## config.mk

```make
export PLATFORM = sky130hd
export DESIGN_NAME = bus_arbiter_flat
export DESIGN_NICKNAME = d
export VERILOG_FILES = /design/src/rtl/rvseed_pkg.sv /design/src/rtl/mem_bus_if.sv /design/src/rtl/bus_arbiter.sv /design/src/flat_wrapper.sv
export VERILOG_INCLUDE_DIRS = /design/src /design/src/rtl
export SDC_FILE = /design/constraint.sdc
export NUM_CORES = 1
export LEC_CHECK = 0
export BUFFER_PORTS_ARGS = -buffer_cell sky130_fd_sc_hd__buf_2
export CORE_AREA = 2 2 285 287
export CTS_BUF_LIST = sky130_fd_sc_hd__clkbuf_4
export CTS_CLUSTER_SIZE = 30
export DETAILED_ROUTE_END_ITERATION = 10
export DIE_AREA = 0 0 287 289
export SLEW_MARGIN = 20
export SYNTH_ARGS = -nofsm -noshare
export SYNTH_HDL_FRONTEND = slang
export SYNTH_SLANG_ARGS = --single-unit
export TNS_END_PERCENT = 1
```

## constraint.sdc

```tcl
create_clock -name clk -period 1.1 [get_ports clk]
set_input_delay 0.055 -clock clk [delete_from_list [all_inputs] [get_ports clk]]
set_output_delay 0.055 -clock clk [all_outputs]
set_load 0.005 [all_outputs]
```

## src/rtl/rvseed_defs.svh

```systemverilog
`ifndef RVSEED_DEFS_SVH
`define RVSEED_DEFS_SVH

// data path and address width
`define CPU_WIDTH 64

`define REG_DATA_DEPTH 32

// shared memory depth in 64-bit words
`define MEM_WORDS 512

`define RESET_PC 64'h0

`endif

```

## src/rtl/rvseed_pkg.sv

```systemverilog
`default_nettype none

package rvseed_pkg;

   // one instruction word, read as I-format or as S/B-format
   typedef union packed {
      struct packed {
         logic [11:0] imm;
         logic [4:0]  rs1;
         logic [2:0]  funct3;
         logic [4:0]  rd;
         logic [6:0]  opcode;
      } i;
      struct packed {
         logic [6:0] imm_hi;
         logic [4:0] rs2;
         logic [4:0] rs1;
         logic [2:0] funct3;
         logic [4:0] imm_lo;
         logic [6:0] opcode;
      } sb;
   } instr_u;

   typedef enum logic [6:0] {
      opc_op_imm = 7'b0010011,
      opc_op     = 7'b0110011,
      opc_load   = 7'b0000011,
      opc_store  = 7'b0100011,
      opc_branch = 7'b1100011,
      opc_jal    = 7'b1101111,
      opc_jalr   = 7'b1100111,
      opc_system = 7'b1110011
   } opcode_e;

   typedef enum logic [2:0] {
      br_beq  = 3'b000,
      br_bne  = 3'b001,
      br_blt  = 3'b100,
      br_bge  = 3'b101,
      br_bltu = 3'b110,
      br_bgeu = 3'b111
   } br_func_e;

   typedef enum logic [1:0] {
      req_host  = 2'd0,
      req_data  = 2'd1,
      req_fetch = 2'd2
   } req_id_e;

endpackage

`default_nettype wire

```

## src/rtl/mem_bus_if.sv

```systemverilog
`timescale 1ns/1ps
`default_nettype none
`include "rvseed_defs.svh"

interface mem_bus_if;
   logic                  req;
   logic                  we;
   logic [`CPU_WIDTH-1:0] addr;   // byte address
   logic [`CPU_WIDTH-1:0] wdata;
   logic                  gnt;    // one-cycle pulse
   logic [`CPU_WIDTH-1:0] rdata;  // valid the cycle after gnt

   modport requester (output req, we, addr, wdata, input gnt, rdata);
   modport arbiter (input req, we, addr, wdata, output gnt, rdata);
endinterface

`default_nettype wire

```

## src/rtl/bus_arbiter.sv

```systemverilog
`timescale 1ns/1ps
`default_nettype none
`include "rvseed_defs.svh"

module bus_arbiter (
   input  logic                           clk,
   input  logic                           rst_n,
   mem_bus_if.arbiter                     host_bus,
   mem_bus_if.arbiter                     data_bus,
   mem_bus_if.arbiter                     fetch_bus,
   output logic                           mem_en,
   output logic                           mem_we,
   output logic [$clog2(`MEM_WORDS)-1:0] mem_addr,
   output logic [`CPU_WIDTH-1:0]          mem_wdata,
   input  logic [`CPU_WIDTH-1:0]          mem_rdata
);
   localparam int AW = $clog2(`MEM_WORDS);

   rvseed_pkg::req_id_e sel;
   rvseed_pkg::req_id_e last_sel;
   logic                rd_pend;

   // host over data over fetch
   always_comb begin
      mem_en = 1'b1;
      if (host_bus.req) begin
         sel = rvseed_pkg::req_host;
      end else if (data_bus.req) begin
         sel = rvseed_pkg::req_data;
      end else if (fetch_bus.req) begin
         sel = rvseed_pkg::req_fetch;
      end else begin
         sel    = rvseed_pkg::req_host;
         mem_en = 1'b0;
      end
   end

   always_comb begin
      case (sel)
         rvseed_pkg::req_data: begin
            mem_we    = data_bus.we;
            mem_addr  = data_bus.addr[AW+2:3];
            mem_wdata = data_bus.wdata;
         end
         rvseed_pkg::req_fetch: begin
            mem_we    = fetch_bus.we;
            mem_addr  = fetch_bus.addr[AW+2:3];
            mem_wdata = fetch_bus.wdata;
         end
         default: begin
            mem_we    = host_bus.we;
            mem_addr  = host_bus.addr[AW+2:3];  // byte to word index
            mem_wdata = host_bus.wdata;
         end
      endcase
   end

   assign host_bus.gnt  = mem_en && sel == rvseed_pkg::req_host;
   assign data_bus.gnt  = mem_en && sel == rvseed_pkg::req_data;
   assign fetch_bus.gnt = mem_en && sel == rvseed_pkg::req_fetch;

   always_ff @(posedge clk) begin
      if (!rst_n) begin
         rd_pend  <= 1'b0;
         last_sel <= rvseed_pkg::req_host;
      end else begin
         rd_pend  <= mem_en & ~mem_we;
         last_sel <= sel;
      end
   end

   // read data only to the requester granted last cycle
   assign host_bus.rdata  = (rd_pend && last_sel == rvseed_pkg::req_host) ? mem_rdata : '0;
   assign data_bus.rdata  = (rd_pend && last_sel == rvseed_pkg::req_data) ? mem_rdata : '0;
   assign fetch_bus.rdata = (rd_pend && last_sel == rvseed_pkg::req_fetch) ? mem_rdata : '0;
endmodule

`default_nettype wire

```

## src/flat_wrapper.sv

```systemverilog
// flat-port wrapper written by rule: the top's interface ports become plain ports
module bus_arbiter_flat 
  (clk, rst_n, mem_en, mem_we, mem_addr, mem_wdata, mem_rdata, host_bus_req, host_bus_we, host_bus_addr, host_bus_wdata, host_bus_gnt, host_bus_rdata, data_bus_req, data_bus_we, data_bus_addr, data_bus_wdata, data_bus_gnt, data_bus_rdata, fetch_bus_req, fetch_bus_we, fetch_bus_addr, fetch_bus_wdata, fetch_bus_gnt, fetch_bus_rdata);
  mem_bus_if host_bus_i ();
  mem_bus_if data_bus_i ();
  mem_bus_if fetch_bus_i ();
  input  logic clk;
  input  logic rst_n;
  output logic mem_en;
  output logic mem_we;
  output logic [$clog2(`MEM_WORDS)-1:0] mem_addr;
  output logic [`CPU_WIDTH-1:0] mem_wdata;
  input  logic [`CPU_WIDTH-1:0] mem_rdata;
  input wire logic [$bits(host_bus_i.req)-1:0] host_bus_req;
  input wire logic [$bits(host_bus_i.we)-1:0] host_bus_we;
  input wire logic [$bits(host_bus_i.addr)-1:0] host_bus_addr;
  input wire logic [$bits(host_bus_i.wdata)-1:0] host_bus_wdata;
  output wire logic [$bits(host_bus_i.gnt)-1:0] host_bus_gnt;
  output wire logic [$bits(host_bus_i.rdata)-1:0] host_bus_rdata;
  input wire logic [$bits(data_bus_i.req)-1:0] data_bus_req;
  input wire logic [$bits(data_bus_i.we)-1:0] data_bus_we;
  input wire logic [$bits(data_bus_i.addr)-1:0] data_bus_addr;
  input wire logic [$bits(data_bus_i.wdata)-1:0] data_bus_wdata;
  output wire logic [$bits(data_bus_i.gnt)-1:0] data_bus_gnt;
  output wire logic [$bits(data_bus_i.rdata)-1:0] data_bus_rdata;
  input wire logic [$bits(fetch_bus_i.req)-1:0] fetch_bus_req;
  input wire logic [$bits(fetch_bus_i.we)-1:0] fetch_bus_we;
  input wire logic [$bits(fetch_bus_i.addr)-1:0] fetch_bus_addr;
  input wire logic [$bits(fetch_bus_i.wdata)-1:0] fetch_bus_wdata;
  output wire logic [$bits(fetch_bus_i.gnt)-1:0] fetch_bus_gnt;
  output wire logic [$bits(fetch_bus_i.rdata)-1:0] fetch_bus_rdata;
  assign host_bus_i.req = host_bus_req;
  assign host_bus_i.we = host_bus_we;
  assign host_bus_i.addr = host_bus_addr;
  assign host_bus_i.wdata = host_bus_wdata;
  assign host_bus_gnt = host_bus_i.gnt;
  assign host_bus_rdata = host_bus_i.rdata;
  assign data_bus_i.req = data_bus_req;
  assign data_bus_i.we = data_bus_we;
  assign data_bus_i.addr = data_bus_addr;
  assign data_bus_i.wdata = data_bus_wdata;
  assign data_bus_gnt = data_bus_i.gnt;
  assign data_bus_rdata = data_bus_i.rdata;
  assign fetch_bus_i.req = fetch_bus_req;
  assign fetch_bus_i.we = fetch_bus_we;
  assign fetch_bus_i.addr = fetch_bus_addr;
  assign fetch_bus_i.wdata = fetch_bus_wdata;
  assign fetch_bus_gnt = fetch_bus_i.gnt;
  assign fetch_bus_rdata = fetch_bus_i.rdata;
  bus_arbiter u_core (.clk(clk), .rst_n(rst_n), .host_bus(host_bus_i), .data_bus(data_bus_i), .fetch_bus(fetch_bus_i), .mem_en(mem_en), .mem_we(mem_we), .mem_addr(mem_addr), .mem_wdata(mem_wdata), .mem_rdata(mem_rdata));
endmodule
```

Word-level counts from Yosys, hierarchy flattened. Cells that the tools add are included.

Equal/unequal tests: 4. Muxes and demuxes: 12. Bitwise gates (word level): 2. Reductions and logical operators: 8.

Operators by type and width (count): two-way mux 64 bit (3); case mux 64 bit (2 select lines) (1); case mux 9 bit (2 select lines) (1); logical AND 1 bit (6); two-way mux 2 bit (3); equality test 2 x 1 -> 1 bit (second input constant) (2); equality test 2 bit (second input constant) (2); zero test 2 bit (2); two-way mux 1 bit (3); case mux 1 bit (2 select lines) (1); AND 1 bit (1); inverter 1 bit (1).

Bits in registers: 3. Output and inout bits: 270.

Depth between registers and ports, before layout.
Depth in word-level cells: 7. Gate-level depth with buffers: 6.

Least setup slack after synthesis. OpenSTA, ideal clock, no wires.

Path kind: register to output. Start point: register u_core.last_sel[1]. End point: output port fetch_bus_rdata[10]. Arrival time: 1057 ps. Data required time: 1045 ps. Slack: -12 ps. Cell stages (with the launch flop): 5. Cells stage by stage: dfxtp_1 nand2_1 nor2_1 clkbuf_1 and2_1.

Longest elaborated chain between the ends: 3.

Ends and longest elaborated chain: start: declaration (RTL line bus_arbiter.sv:20) `rvseed_pkg::req_id_e last_sel;`; start signal: assignment (RTL line bus_arbiter.sv:65) `last_sel <= rvseed_pkg::req_host;`; start signal: assignment (RTL line bus_arbiter.sv:68) `last_sel <= sel;`; equality test 2 bit (RTL line bus_arbiter.sv:75) `assign fetch_bus.rdata = (rd_pend && last_sel == rvseed_pkg::req_fetch) ? mem_rdata : '0;`; logical AND 1 bit (RTL line bus_arbiter.sv:75); two-way mux 64 bit (RTL line bus_arbiter.sv:75); end: declaration (RTL line flat_wrapper.sv:31) `output wire logic [$bits(fetch_bus_i.rdata)-1:0] fetch_bus_rdata;`.

No other way between the ends.

Final worst setup path.
Start point: register u_core.rd_pend. End point: output port host_bus_rdata[11].

Longest elaborated chain between the ends: 2.

Ends and longest elaborated chain: start: declaration (RTL line bus_arbiter.sv:21) `logic rd_pend;`; start signal: assignment (RTL line bus_arbiter.sv:67) `rd_pend <= mem_en & ~mem_we;`; logical AND 1 bit (RTL line bus_arbiter.sv:73) `assign host_bus.rdata = (rd_pend && last_sel == rvseed_pkg::req_host) ? mem_rdata : '0;`; two-way mux 64 bit (RTL line bus_arbiter.sv:73); end: declaration (RTL line flat_wrapper.sv:19) `output wire logic [$bits(host_bus_i.rdata)-1:0] host_bus_rdata;`.

No other way between the ends.

==> impl_metrics.toml <==
[run_status]
violations = "negative setup slack"
status = "finished with violations"

[floorplanning]
ioPinCount = 726
coreArea_mm2 = 0.07990
std_cell_rows = 104
start_util_pct = 3.398
die_w_um = 287
die_area_mm2 = 0.08294
die_h_um = 289

[grt]
antenna_found_initial = 67
track_usage_pct = 11.09
grt_pass1_wl_um = 58270
grt_overflow_total = 0
grt_pass1_vias = 5322
grt_max_degree = 38

[power]
ir_drop_mv = 0.1943
total_leakage_power_nw = 4.295
power_density_mw_per_mm2 = 396.8

[placed_design]
postPlaceCellArea_mm2 = 0.007087
dp.cells = 2087
port_buffers = 560
dp.final_hpwl_um = 46030
gp_congestion = 0.8310
dp_slack_ns = -0.6448

[synth]
syn-cell-area_mm2 = 0.002715
synthTopCellsByArea = "and2_1, nand2_1, a22oi_1, clkbuf_1, buf_2"
synth-seq-cells = 3
synth_largest_area_cell = "and2_1"
synth_cells = 475
synth_nets = 931
synth_cell_type_count = 19
yosys_warnings = 0
ys_seq_area_share_pct = 2.212
synth_top_area_share_pct = 44.70
synth_area_per_cell_um2 = 5.716

[timing]
relSlewSlack_pct = 77.64
fin_crit_ns = 1.420
final-hold-violation-count = 0
fin_crit_sh_pct = 129.1
setup_viol = 248
fin_hold_ws_ns = 0.1763
tightestPinTransition_ns = 0.3354
max_freq_mhz = 704.2
maxSlewViolCount = 0
timing.final.ws_setup_ns = -0.3201
grt_setup_unrepaired = "true"

[clock_tree]
cts.clk_slew.worst_paths_ns = 0.04
root_buffer = "clkbuf_4"
cts_buffers = 3
h-tree-depth = 1
cts_max_path_buffers = 2
clock-sinks = 3
cts_tree = "yes"
hold_buffers = 0

[hold_path]
hold_class = "primary input to register"
hold_start = "rst_n"

[finish]
final_area_mm2 = 0.007926
multi_input_area_mm2 = 0.002615
syn2layout_area_growth_pct = 191.9
layout-drive-gt1-share_pct = 63.09
regArea_um2 = 63.81
layout.nets = 1500
utilization_pct = 9.921
num-fill-cells = 9388
final_cells = 2114

[worst_setup_path]
crit_type = "register to output port"
start_kind = "register"
worstPathArrival_ns = 1.37
crit_path_end_kind = "output port"
critPathMaxFanout = 28
crit_start = "u_core.rd_pend"
required_ns = 1.04

[route]
drt_iter0_markers = 115
avgViaCountPerCell = 2.760
drc_errors = 0
wl_um = 48860
firstDrtPassIters = 5
wl_per_cell_um = 23.11
antenna_left = 0
num_vias = 5834

[flow_run]
max-cap-violations = 0
[area by class of cell]
cell class                      instances  share of cell area, %
Timing Repair Buffer                  609                  48.70
Multi-Input combinational cell        426                  32.99
Tap cell                             1060                  16.73
Sequential cell                         3                 0.8051
Clock buffer                            4                 0.3788
Antenna cell                           11                 0.3473
Inverter                                1                0.04736
[critical path: stages, from the launching register on]
cell	delay, ns
dfxtp_2	0.34
nor3b_4	0.20
buf_6	0.18
buf_12	0.16
and2_1	0.14
buf_2	0.11
[metrics by stage]
stage	setup TNS (ns)	power [mW]
floorplan	-0.01363	0.7617
global placement	-22.96	2.677
detailed placement	-26.45	2.696
CTS	-59.13	3.282
global route	-75.50	3.441
finish	-56.70	3.145
[metal layers]
metal,global-route usage (%),wire (um)
met1,13.21,19800
met2,21.58,25050
met3,1.630,3221
met4,0.7552,743
met5,0,47
[sequential cells by signal, indices dropped and copies added, names as in the netlist]
register,count
u_core.last_sel,2
u_core.rd_pend,1
[layout by cell type (no fill, tap or decap)]
master and count:
a21o_1 1, a22oi_1 61, a22oi_2 12, and2_1 188, and2_4 6, and3b_2 1, buf_12 19, buf_16 3
buf_2 498, buf_4 28, buf_6 59, buf_8 2, clkbuf_4 4, dfxtp_2 3, diode_2 11, inv_1 1
nand2_1 131, nand2_2 11, nand2_4 4, nand2_8 1, nor2_1 1, nor2_4 1, nor2b_4 1, nor3_2 1
nor3b_4 2, nor4b_4 1, o211a_1 1, o21bai_4 1, or3_1 1
[synth_stat cells, drive strengths merged]
cell	n
and2	194
nand2	147
a22oi	73
buf	24
clkbuf	21
dfxtp	3
nor2	2
nor3b	2
a21o	1
and3b	1
inv	1
nor2b	1
nor3	1
nor4b	1
o211a	1
o21bai	1
or3	1
[repair_timing]
action,in CTS,in global routing
setup endpoints to repair,268,267
setup buffers,9,0
gates cloned,3,0
pin swaps,41,6
gates resized for setup,156,18
[cells by family after synthesis]
| kind of cell | Yosys count | share of synthesized area, % |
|---|---|---|
| AO/OA/AOI/OAI | 76 | 21.11 |
| buffers and inverters | 46 | 8.986 |
| flip-flops | 3 | 2.212 |
| AND/OR/NAND/NOR | 350 | 67.70 |
[report_power, final]
part	switching [mW]	internal [mW]	total [mW]
Combinational	1.51	1.29	2.81
Sequential	0.00562	0.116	0.121
Clock	0.0568	0.160	0.217
[worst paths after layout]
path,depth (start not counted),to,slack (ns)
worst max-delay path,5,host_bus_rdata[11],-0.32
worst min-delay path,2,u_core.last_sel[1],0.18
Power figures use the tool's default switching activity.
