## config.mk

```make
export PLATFORM = sky130hd
export DESIGN_NAME = fetch_unit_flat
export DESIGN_NICKNAME = d
export VERILOG_FILES = /design/src/rtl/mem_bus_if.sv /design/src/rtl/fetch_unit.sv /design/src/flat_wrapper.sv
export VERILOG_INCLUDE_DIRS = /design/src /design/src/rtl
export SDC_FILE = /design/constraint.sdc
export NUM_CORES = 1
export LEC_CHECK = 0
export BUFFER_PORTS_ARGS = -buffer_cell sky130_fd_sc_hd__buf_2
export CAP_MARGIN = 15
export CORE_AREA = 4 4 136 138
export CTS_CLUSTER_DIAMETER = 100
export DETAILED_ROUTE_END_ITERATION = 16
export DIE_AREA = 0 0 140 142
export PLACE_DENSITY = 0.61
export SLEW_MARGIN = 5
export SYNTH_ARGS = -nofsm -noshare
export SYNTH_HDL_FRONTEND = slang
export SYNTH_SLANG_ARGS = --single-unit
```

## constraint.sdc

```tcl
create_clock -name clk -period 5.1 [get_ports clk]
set_input_delay 0.51 -clock clk [delete_from_list [all_inputs] [get_ports clk]]
set_output_delay 0.51 -clock clk [all_outputs]
set_load 0.02 [all_outputs]
```

## src/rtl/rvseed_defs.svh

```systemverilog
`ifndef RVSEED_DEFS_SVH
`define RVSEED_DEFS_SVH

// data path and address width
`define CPU_WIDTH 64

`define REG_DATA_DEPTH 32

// shared memory depth in 64-bit words
`define MEM_WORDS 512

`define RESET_PC 64'h0

`endif

```

## src/rtl/mem_bus_if.sv

```systemverilog
`timescale 1ns/1ps
`default_nettype none
`include "rvseed_defs.svh"

interface mem_bus_if;
   logic                  req;
   logic                  we;
   logic [`CPU_WIDTH-1:0] addr;   // byte address
   logic [`CPU_WIDTH-1:0] wdata;
   logic                  gnt;    // one-cycle pulse
   logic [`CPU_WIDTH-1:0] rdata;  // valid the cycle after gnt

   modport requester (output req, we, addr, wdata, input gnt, rdata);
   modport arbiter (input req, we, addr, wdata, output gnt, rdata);
endinterface

`default_nettype wire

```

## src/rtl/fetch_unit.sv

```systemverilog
`timescale 1ns/1ps
`default_nettype none
`include "rvseed_defs.svh"

module fetch_unit (
   input  logic                  clk,
   input  logic                  rst_n,
   input  logic                  start,
   input  logic                  retire,
   input  logic                  halted,
   input  logic [`CPU_WIDTH-1:0] next_pc,
   mem_bus_if.requester          fetch_bus,
   output logic                  instr_valid,
   output logic [31:0]           instr,
   output logic [`CPU_WIDTH-1:0] instr_pc
);
   typedef enum logic [2:0] {f_idle, f_req, f_wait, f_run, f_stop} fstate_e;

   fstate_e               state;
   logic [`CPU_WIDTH-1:0] pc;

   always_ff @(posedge clk) begin
      if (!rst_n) begin
         state       <= f_idle;
         pc          <= `RESET_PC;
         instr_valid <= 1'b0;
      end else begin
         instr_valid <= 1'b0;
         case (state)
            f_idle: if (start) state <= f_req;
            f_req:  if (fetch_bus.gnt) state <= f_wait;
            f_wait: begin
               state       <= f_run;
               instr_valid <= 1'b1;
            end
            f_run: begin
               if (retire && halted) begin
                  state <= f_stop;
               end else if (retire) begin
                  pc    <= next_pc;
                  state <= f_req;
               end
            end
            f_stop: state <= f_stop;  // only reset leaves
            default: state <= f_idle;
         endcase
      end
   end

   // pick the 32-bit half of the returned word
   always_ff @(posedge clk) begin
      if (state == f_wait) instr <= pc[2] ? fetch_bus.rdata[63:32] : fetch_bus.rdata[31:0];
   end

   assign instr_pc        = pc;
   assign fetch_bus.req   = state == f_req;
   assign fetch_bus.we    = 1'b0;
   assign fetch_bus.addr  = pc;
   assign fetch_bus.wdata = '0;
endmodule

`default_nettype wire

```

## src/flat_wrapper.sv

```systemverilog
// flat-port wrapper written by rule: the top's interface ports become plain ports
module fetch_unit_flat 
  (clk, rst_n, start, retire, halted, next_pc, instr_valid, instr, instr_pc, fetch_bus_req, fetch_bus_we, fetch_bus_addr, fetch_bus_wdata, fetch_bus_gnt, fetch_bus_rdata);
  mem_bus_if fetch_bus_i ();
  input  logic clk;
  input  logic rst_n;
  input  logic start;
  input  logic retire;
  input  logic halted;
  input  logic [`CPU_WIDTH-1:0] next_pc;
  output logic instr_valid;
  output logic [31:0] instr;
  output logic [`CPU_WIDTH-1:0] instr_pc;
  output wire logic [$bits(fetch_bus_i.req)-1:0] fetch_bus_req;
  output wire logic [$bits(fetch_bus_i.we)-1:0] fetch_bus_we;
  output wire logic [$bits(fetch_bus_i.addr)-1:0] fetch_bus_addr;
  output wire logic [$bits(fetch_bus_i.wdata)-1:0] fetch_bus_wdata;
  input wire logic [$bits(fetch_bus_i.gnt)-1:0] fetch_bus_gnt;
  input wire logic [$bits(fetch_bus_i.rdata)-1:0] fetch_bus_rdata;
  assign fetch_bus_req = fetch_bus_i.req;
  assign fetch_bus_we = fetch_bus_i.we;
  assign fetch_bus_addr = fetch_bus_i.addr;
  assign fetch_bus_wdata = fetch_bus_i.wdata;
  assign fetch_bus_i.gnt = fetch_bus_gnt;
  assign fetch_bus_i.rdata = fetch_bus_rdata;
  fetch_unit u_core (.clk(clk), .rst_n(rst_n), .start(start), .retire(retire), .halted(halted), .next_pc(next_pc), .fetch_bus(fetch_bus_i), .instr_valid(instr_valid), .instr(instr), .instr_pc(instr_pc));
endmodule
```

**Word-level counts from Yosys, hierarchy flattened**

Cells that the tools add are included.

- Register bits: 100
- Input port bits: 134
- Word-level logic and storage cells: 23

- Eq/ne operators: 7
- Multiplexer cells: 7
- Bitwise logic cells: 1
- Reduce and logical (&&, ||, !) cells: 4

Operators by type and width:

| cell | number |
|---|---|
| 32-bit two-way mux | 1 |
| 3-bit case mux with 5 select lines | 1 |
| 3-bit two-way mux | 4 |
| 3-bit by 2-bit equality test with 1-bit output, second input constant | 2 |
| 3-bit AND reduction | 2 |
| 3-bit by 1-bit equality test with 1-bit output, second input constant | 1 |
| 3-bit equality test, second input constant | 1 |
| 3-bit zero test | 1 |
| 3-bit by 2-bit != test with 1-bit output, second input constant | 1 |
| 2-bit by 1-bit != test with 1-bit output, second input constant | 1 |
| 2-bit != test, second input constant | 1 |
| 1-bit logical AND | 1 |
| 1-bit two-way mux | 1 |
| 1-bit inverter | 1 |

**Logic depth before layout (Yosys ltp)**

Gate-level depths: netlist (run 1).

- Word-level depth: 3
- Gate-level depth with buffers: 5
- Depth with buffers taken out: 3

**Least setup slack after synthesis (run 1)**

No wires, ideal clock.

- Path kind: reg-to-reg
- Start: reg u_core.state[0]
- End: reg u_core.instr[0] (enable)
- Arrival time: 1873 ps
- Setup slack: 2806 ps
- Cell stages (with the launch flop): 3
- Clock period less this slack: 2294 ps
- Path through: dfxtp_1 > nand2b_1 > nor2_1

- Word-level cells in the longest chain between the ends: 1

Ends and longest elaborated chain:

| item | line | source |
|---|---|---|
| from (decl) | fetch_unit.sv:19 | `fstate_e state;` |
| from (signal assigned) | fetch_unit.sv:24 | `state <= f_idle;` |
| from (signal assigned) | fetch_unit.sv:30 | `f_idle: if (start) state <= f_req;` |
| from (signal assigned) | fetch_unit.sv:31 | `f_req: if (fetch_bus.gnt) state <= f_wait;` |
| 3-bit by 2-bit equality test with 1-bit output | fetch_unit.sv:52 | `if (state == f_wait) instr <= pc[2] ? fetch_bus.rdata[63:32] : fetch_bus.rdata[31:0];` |
| to (signal assigned) | fetch_unit.sv:52 |  |
| to (decl) | fetch_unit.sv:14 | `output logic [31:0] instr,` |

Every way passes these cells.
A chain may end at the register's enable or synchronous reset.

**Worst setup path in the final report (run 1)**

- Start: reg u_core.state[0]
- End: reg u_core.pc[26] (netlist: u_core.fetch_bus.addr[26])

- Word-level cells in the longest chain between the ends: 2

Ends and longest elaborated chain:

| item | line | source |
|---|---|---|
| 3-bit by 2-bit equality test with 1-bit output | fetch_unit.sv:29 | `case (state)` |
| 3-bit AND reduction (no source line) | -- |  |
| to (signal assigned) | fetch_unit.sv:25 | `` pc <= `RESET_PC; `` |
| to (signal assigned) | fetch_unit.sv:40 | `pc <= next_pc;` |
| to (decl) | fetch_unit.sv:20 | `` logic [`CPU_WIDTH-1:0] pc; `` |

Every way passes these cells.

==> metrics.yaml, run 1 <==
outcome: "completed"
nets: 853
yosysTopAreaCellShare_pct: 26.7
first_pass_iters: 5
rows: 48
synthSimpleGateAreaFrac_pct: 11.1
postCtsSetupRepairBufs: 0
vias_per_cell: 3.97
ys.flop_type: "dfxtp_1"
cts_buffers: 9
die_h_um: 142
finalClockSkew_ps: 8.05
synthTopCellsByCount: "nand2_1, buf_4, dfxtp_1"
cp_top_family: "buffers and inverters"
area_delta_synth_final_pct: 23.9
grt-ovfl-total: 0
synth_top_family_by_area: "buffers and inverters"
fin_util_pct: 36.7
grt_max_degree: 68
worstHoldPathType: "in -> reg"
setup_violations: 0
synthMuxAreaShare_pct: 19.7
post_synth_num_cell_types: 23
io_buffers: 295
dieArea_sq_um: 19900
cts_resized: 0
die_w_um: 140
synth_area_leaders: "dfxtp_1, buf_4, edfxtp_1"
max_stage_delay_ps: 670
crit_type: "reg -> reg"
synth_compound_area_share_pct: 0.467
rsz0062_at_grt: "no"
root_buffer: "clkbuf_16"
syn_area_sq_um: 5090
gp_congestion: 0.785
p_per_area_nw_per_um2: 287
critPathRequiredTime_ps: 5370
async_flop_share_pct: 0
post-route-drc-count: 0
synth_largest_area_cell: "dfxtp_1"
cts_hold_buf: 0
drive_above_1_share_pct: 45.3
peakVddDrop_v: 0.000144
ios: 361
start_kind: "flop"
path_clk_slew_ps: 80
cap_violations: 0
start_util_pct: 29.6
synth_xor_area_share_pct: 0
crit_buf_inv: 2
final_antenna_net_count: 0
antenna_cells: 0
syn_avg_cell_area_sq_um: 10.2
synth_seq_cells: 100
ys_warn_count: 0
synth-edff-count: 32
synthAdderAreaFrac_pct: 0
crit_top_cell: "buf_4"
grt_pass1_wl_mm: 19.1
syn_inst: 498
numClockSinks: 100
slew_viol_final: 0
grt_use_total_pct: 12.2
cp_data_arrival_time_ps: 2420
wl_per_cell_um: 13.8
finalHoldViolCount: 0
post-dp-hpwl_mm: 10.3
fillers: 1788
htreeDepth: 3
clock_latency_ps: 350
cts_tree: "done"
finalSetupTns_ps: 0
period_share_pct: 42.2
critPathCaptureType: "flop"
cts_buffer_depth: 2
crit_fanout: 46
routed_wl_mm: 13.1
drt_iter0_markers: 132
critPathSlowestCell: "buf_4"
ys_seq_area_share_pct: 45.6
fmax_mhz: 464
total_leakage_power_uw: 0.00309
worst_pin_slew_ps: 796
grt_pass1_vias: 3516
grt_antenna_before_repair: 0
vias: 3770
design.core.area_sq_um: 17200
crit_chain: "nand2b_2 -> nor3_4 -> buf_4 -> buf_4 -> mux2i_1"
slew_headroom_pct: 46.9
synth.most_common_cell: "nand2_1"
finalCriticalPeriod_ps: 2150
-- cells in the final DEF (no fill, tap or decap), drive strengths merged --
cell       n
nand2    130
nor3       2
a2bb2oi    1
clkbuf     9
nor2b      2
bufinv     2
clkinv     1
buf      300
inv        4
dfxtp     68
mux2i     64
nor2       5
nand3      1
mux2      32
edfxtp    32
conb      65
a211oi     1
a22oi      1
nand2b     4
-- report_power, final --
group          internal (uW)  total, uW  leakage, uW  switching (uW)
clock                    445        771     0.000167             326
combinational           68.4        193      0.00209             124
sequential               837        844     0.000839            7.13
-- flip-flops by register name (all words and copies together), names as in the netlist --
name / count
u_core.fetch_bus.addr: 64
u_core.instr: 32
u_core.state: 3
u_core.instr_valid: 1
-- area by class of cell --
type | instances | area [sq um] | area share (%)
multi-input combinational | 308 | 1840 | 29.2
tap | 225 | 282 | 4.46
timing repair buffer | 300 | 1520 | 24.0
sequential | 100 | 2320 | 36.8
clock buffer | 9 | 225 | 3.57
clock inverter | 7 | 116 | 1.85
-- stage by stage --
| step | instances | setup WS (ps) | hold slack [ps] | total power (uW) | instance area (sq um) |
|---|---|---|---|---|---|
| after global placement | 933 | 2870 | 446 | 1050 | 5960 |
| final | 949 | 2950 | 400 | 1810 | 6310 |
| after CTS | 949 | 2880 | 377 | 1840 | 6310 |
| after detailed placement | 933 | 2810 | 457 | 1060 | 5960 |
| after global routing | 949 | 2750 | 388 | 1880 | 6310 |
| after floorplan | 562 | 2810 | 505 | 1020 | 5330 |
-- kinds of logic after synthesis --
family                 Yosys count
multiplexers                    96
AO/OA/AOI/OAI                    3
flip-flops                     100
AND/OR/NAND/NOR                144
other                            1
buffers and inverters          154
-- routing by layer --
layer | share of wire, % | GRT usage, % | vias to the layer above
met4 | 1.3 | 3.88 | 0
met5 | 0 | 0 | -
met1 | 39 | 14.4 | 1709
met2 | 52 | 22.0 | 181
met3 | 7.8 | 3.13 | 10
li1 | - | - | 1870
-- worst reg2reg max path: stages, from the launching register on --
cell      delay [ps]
dfxtp_1          440
nand2b_2         130
nor3_4           170
buf_4            340
buf_4            680
mux2i_1          320
-- worst paths after layout --
path | cells past startpoint | slack (ps) | startpoint | endpoint
max | 5 | 2950 | u_core.state[0] | u_core.fetch_bus.addr[26]
min | 3 | 400 | next_pc[59] | u_core.fetch_bus.addr[59]
max reg2reg | 5 | 2950 | u_core.state[0] | u_core.fetch_bus.addr[26]
min reg2reg | 2 | 460 | u_core.fetch_bus.addr[2] | u_core.fetch_bus.addr[2]
Note: power is estimated with default switching activity, not from simulation.
==> run 2: changes to the inputs <==
--- a/config.mk
+++ b/config.mk
@@ -8,11 +8,11 @@
 export LEC_CHECK = 0
 export BUFFER_PORTS_ARGS = -buffer_cell sky130_fd_sc_hd__buf_2
 export CAP_MARGIN = 15
-export CORE_AREA = 4 4 136 138
+export CORE_AREA = 4 4 137 139
 export CTS_CLUSTER_DIAMETER = 100
 export DETAILED_ROUTE_END_ITERATION = 16
-export DIE_AREA = 0 0 140 142
-export PLACE_DENSITY = 0.61
+export DIE_AREA = 0 0 141 143
+export PLACE_DENSITY = 0.6
 export SLEW_MARGIN = 5
 export SYNTH_ARGS = -nofsm -noshare
 export SYNTH_HDL_FRONTEND = slang
==> constraint.sdc (replaced) <==
create_clock -name clk -period 2 [get_ports clk]
set_input_delay 0.2 -clock clk [delete_from_list [all_inputs] [get_ports clk]]
set_output_delay 0.2 -clock clk [all_outputs]
set_load 0.02 [all_outputs]
==> run 2 against run 1 <==
Count of clock-buffer cells in the layout up 1. Critical path type is now reg -> out. Register-to-register slack worse by 2400 ps. Routed wire length down 3.8%.
==> metrics.yaml, run 2 (synthesis gave the netlist of run 1 again) <==
outcome: "completed"
finalHoldViolCount: 0
rsz0062_at_grt: "no"
switchingPower_uw: 1120
rows: 49
nets: 853
grt_max_degree: 131
worst_pin_slew_ps: 569
cts_tree: "done"
p_sw_share_pct: 26.0
crit_fanout: 35
worstHoldPathType: "in -> reg"
setup_violations: 0
grt_use_total_pct: 11.6
final_antenna_net_count: 0
slew_viol_final: 0
die_h_um: 143
design.core.area_sq_um: 17700
area_delta_synth_final_pct: 23.4
p_clk_share_pct: 38.2
cts_buffers: 9
cts_buffer_depth: 2
cap_violations: 0
grt_antenna_before_repair: 0
grt_pass1_vias: 3380
postCtsSetupRepairBufs: 0
grt-ovfl-total: 0
period_share_pct: 74.5
routed_wl_mm: 12.6
comb_power_share_pct: 11.5
place_worst_setup_slack_ps: 575
layout_common_cells: "buf_2, nand2_1, dfxtp_1, conb_1, mux2i_1"
vias: 3735
io_buffers: 295
cts_resized: 0
fillers: 1834
finalClockSkew_ps: 8.27
antenna_cells: 0
peakVddDrop_v: 0.000349
critPathRequiredTime_ps: 1800
fmax_mhz: 671
slew_headroom_pct: 62.1
vias_per_cell: 3.92
numClockSinks: 100
ios: 361
p_per_area_nw_per_um2: 682
start_util_pct: 28.8
finalCriticalPeriod_ps: 1490
grt_pass1_wl_mm: 18.0
first_pass_iters: 4
power_frac_seq_pct: 50.2
finalSetupTns_ps: 0
final_common_cell: "buf_2"
post-dp-hpwl_mm: 9.84
root_buffer: "clkbuf_16"
htreeDepth: 3
clock_latency_ps: 350
drt_iter0_markers: 194
die_w_um: 141
path_clk_slew_ps: 70
largest_reg_flops: 64
fin_ws_ps: 511
power.internal_uw: 3170
wl_per_cell_um: 13.2
crit_type: "reg -> out"
dieArea_sq_um: 20200
total_leakage_power_uw: 0.00307
cp_data_arrival_time_ps: 1290
gp_congestion: 0.797
cts_hold_buf: 0
drive_above_1_share_pct: 45.0
start_kind: "flop"
post-route-drc-count: 0
critPathCaptureType: "output pin"
[run 2: final timing paths]
path	from	endpoint	slack [ps]	cells past startpoint
hold / removal	next_pc[58]	u_core.fetch_bus.addr[58]	90	3
hold reg to reg	u_core.fetch_bus.addr[38]	u_core.fetch_bus.addr[38]	470	2
setup / recovery	u_core.fetch_bus.addr[2]	instr_pc[2]	510	2
setup reg to reg	u_core.state[0]	u_core.fetch_bus.addr[34]	570	4
[run 2: through the flow]
stage	hold WS [ps]	area (sq um)	total power, uW	util [%]	std cells
floorplan	342	5330	2600	-	562
global placement	447	6010	2690	34.0	937
detailed placement	455	6010	2700	34.0	937
CTS	69.9	6280	4360	35.6	953
global route	81.0	6280	4480	35.6	953
finish	92.2	6280	4280	35.6	953
[run 2: final cells by class]
class	count	area, sq um	share of cell area, %
clock inverters	6	47.5	0.757
clock buffers	10	229	3.64
well taps	229	287	4.56
multi-input cells	308	1840	29.4
flip-flops and latches	100	2320	37.0
repair buffers	300	1550	24.7
[run 2: metal layers]
metal | vias to the layer above | track usage (%) | share of wire [%]
li1 | 1870 | - | -
met1 | 1672 | 13.3 | 39
met2 | 179 | 20.5 | 51
met3 | 14 | 2.48 | 8.0
met4 | 0 | 5.61 | 2.1
met5 | - | 0 | 0
[run 2: critical path: stages (launching register included)]
cell	delay [ps]
dfxtp_1	310
buf_4	380
buf_2	250
[run 2: power by group through the flow]
| stage | clock network (uW) | logic (uW) | registers (uW) |
|---|---|---|---|
| floorplan | 0 | 362 | 2240 |
| global placement | 0 | 493 | 2200 |
| detailed placement | 0 | 496 | 2200 |
| CTS | 1710 | 497 | 2150 |
| global route | 1780 | 541 | 2160 |
| finish | 1640 | 495 | 2150 |
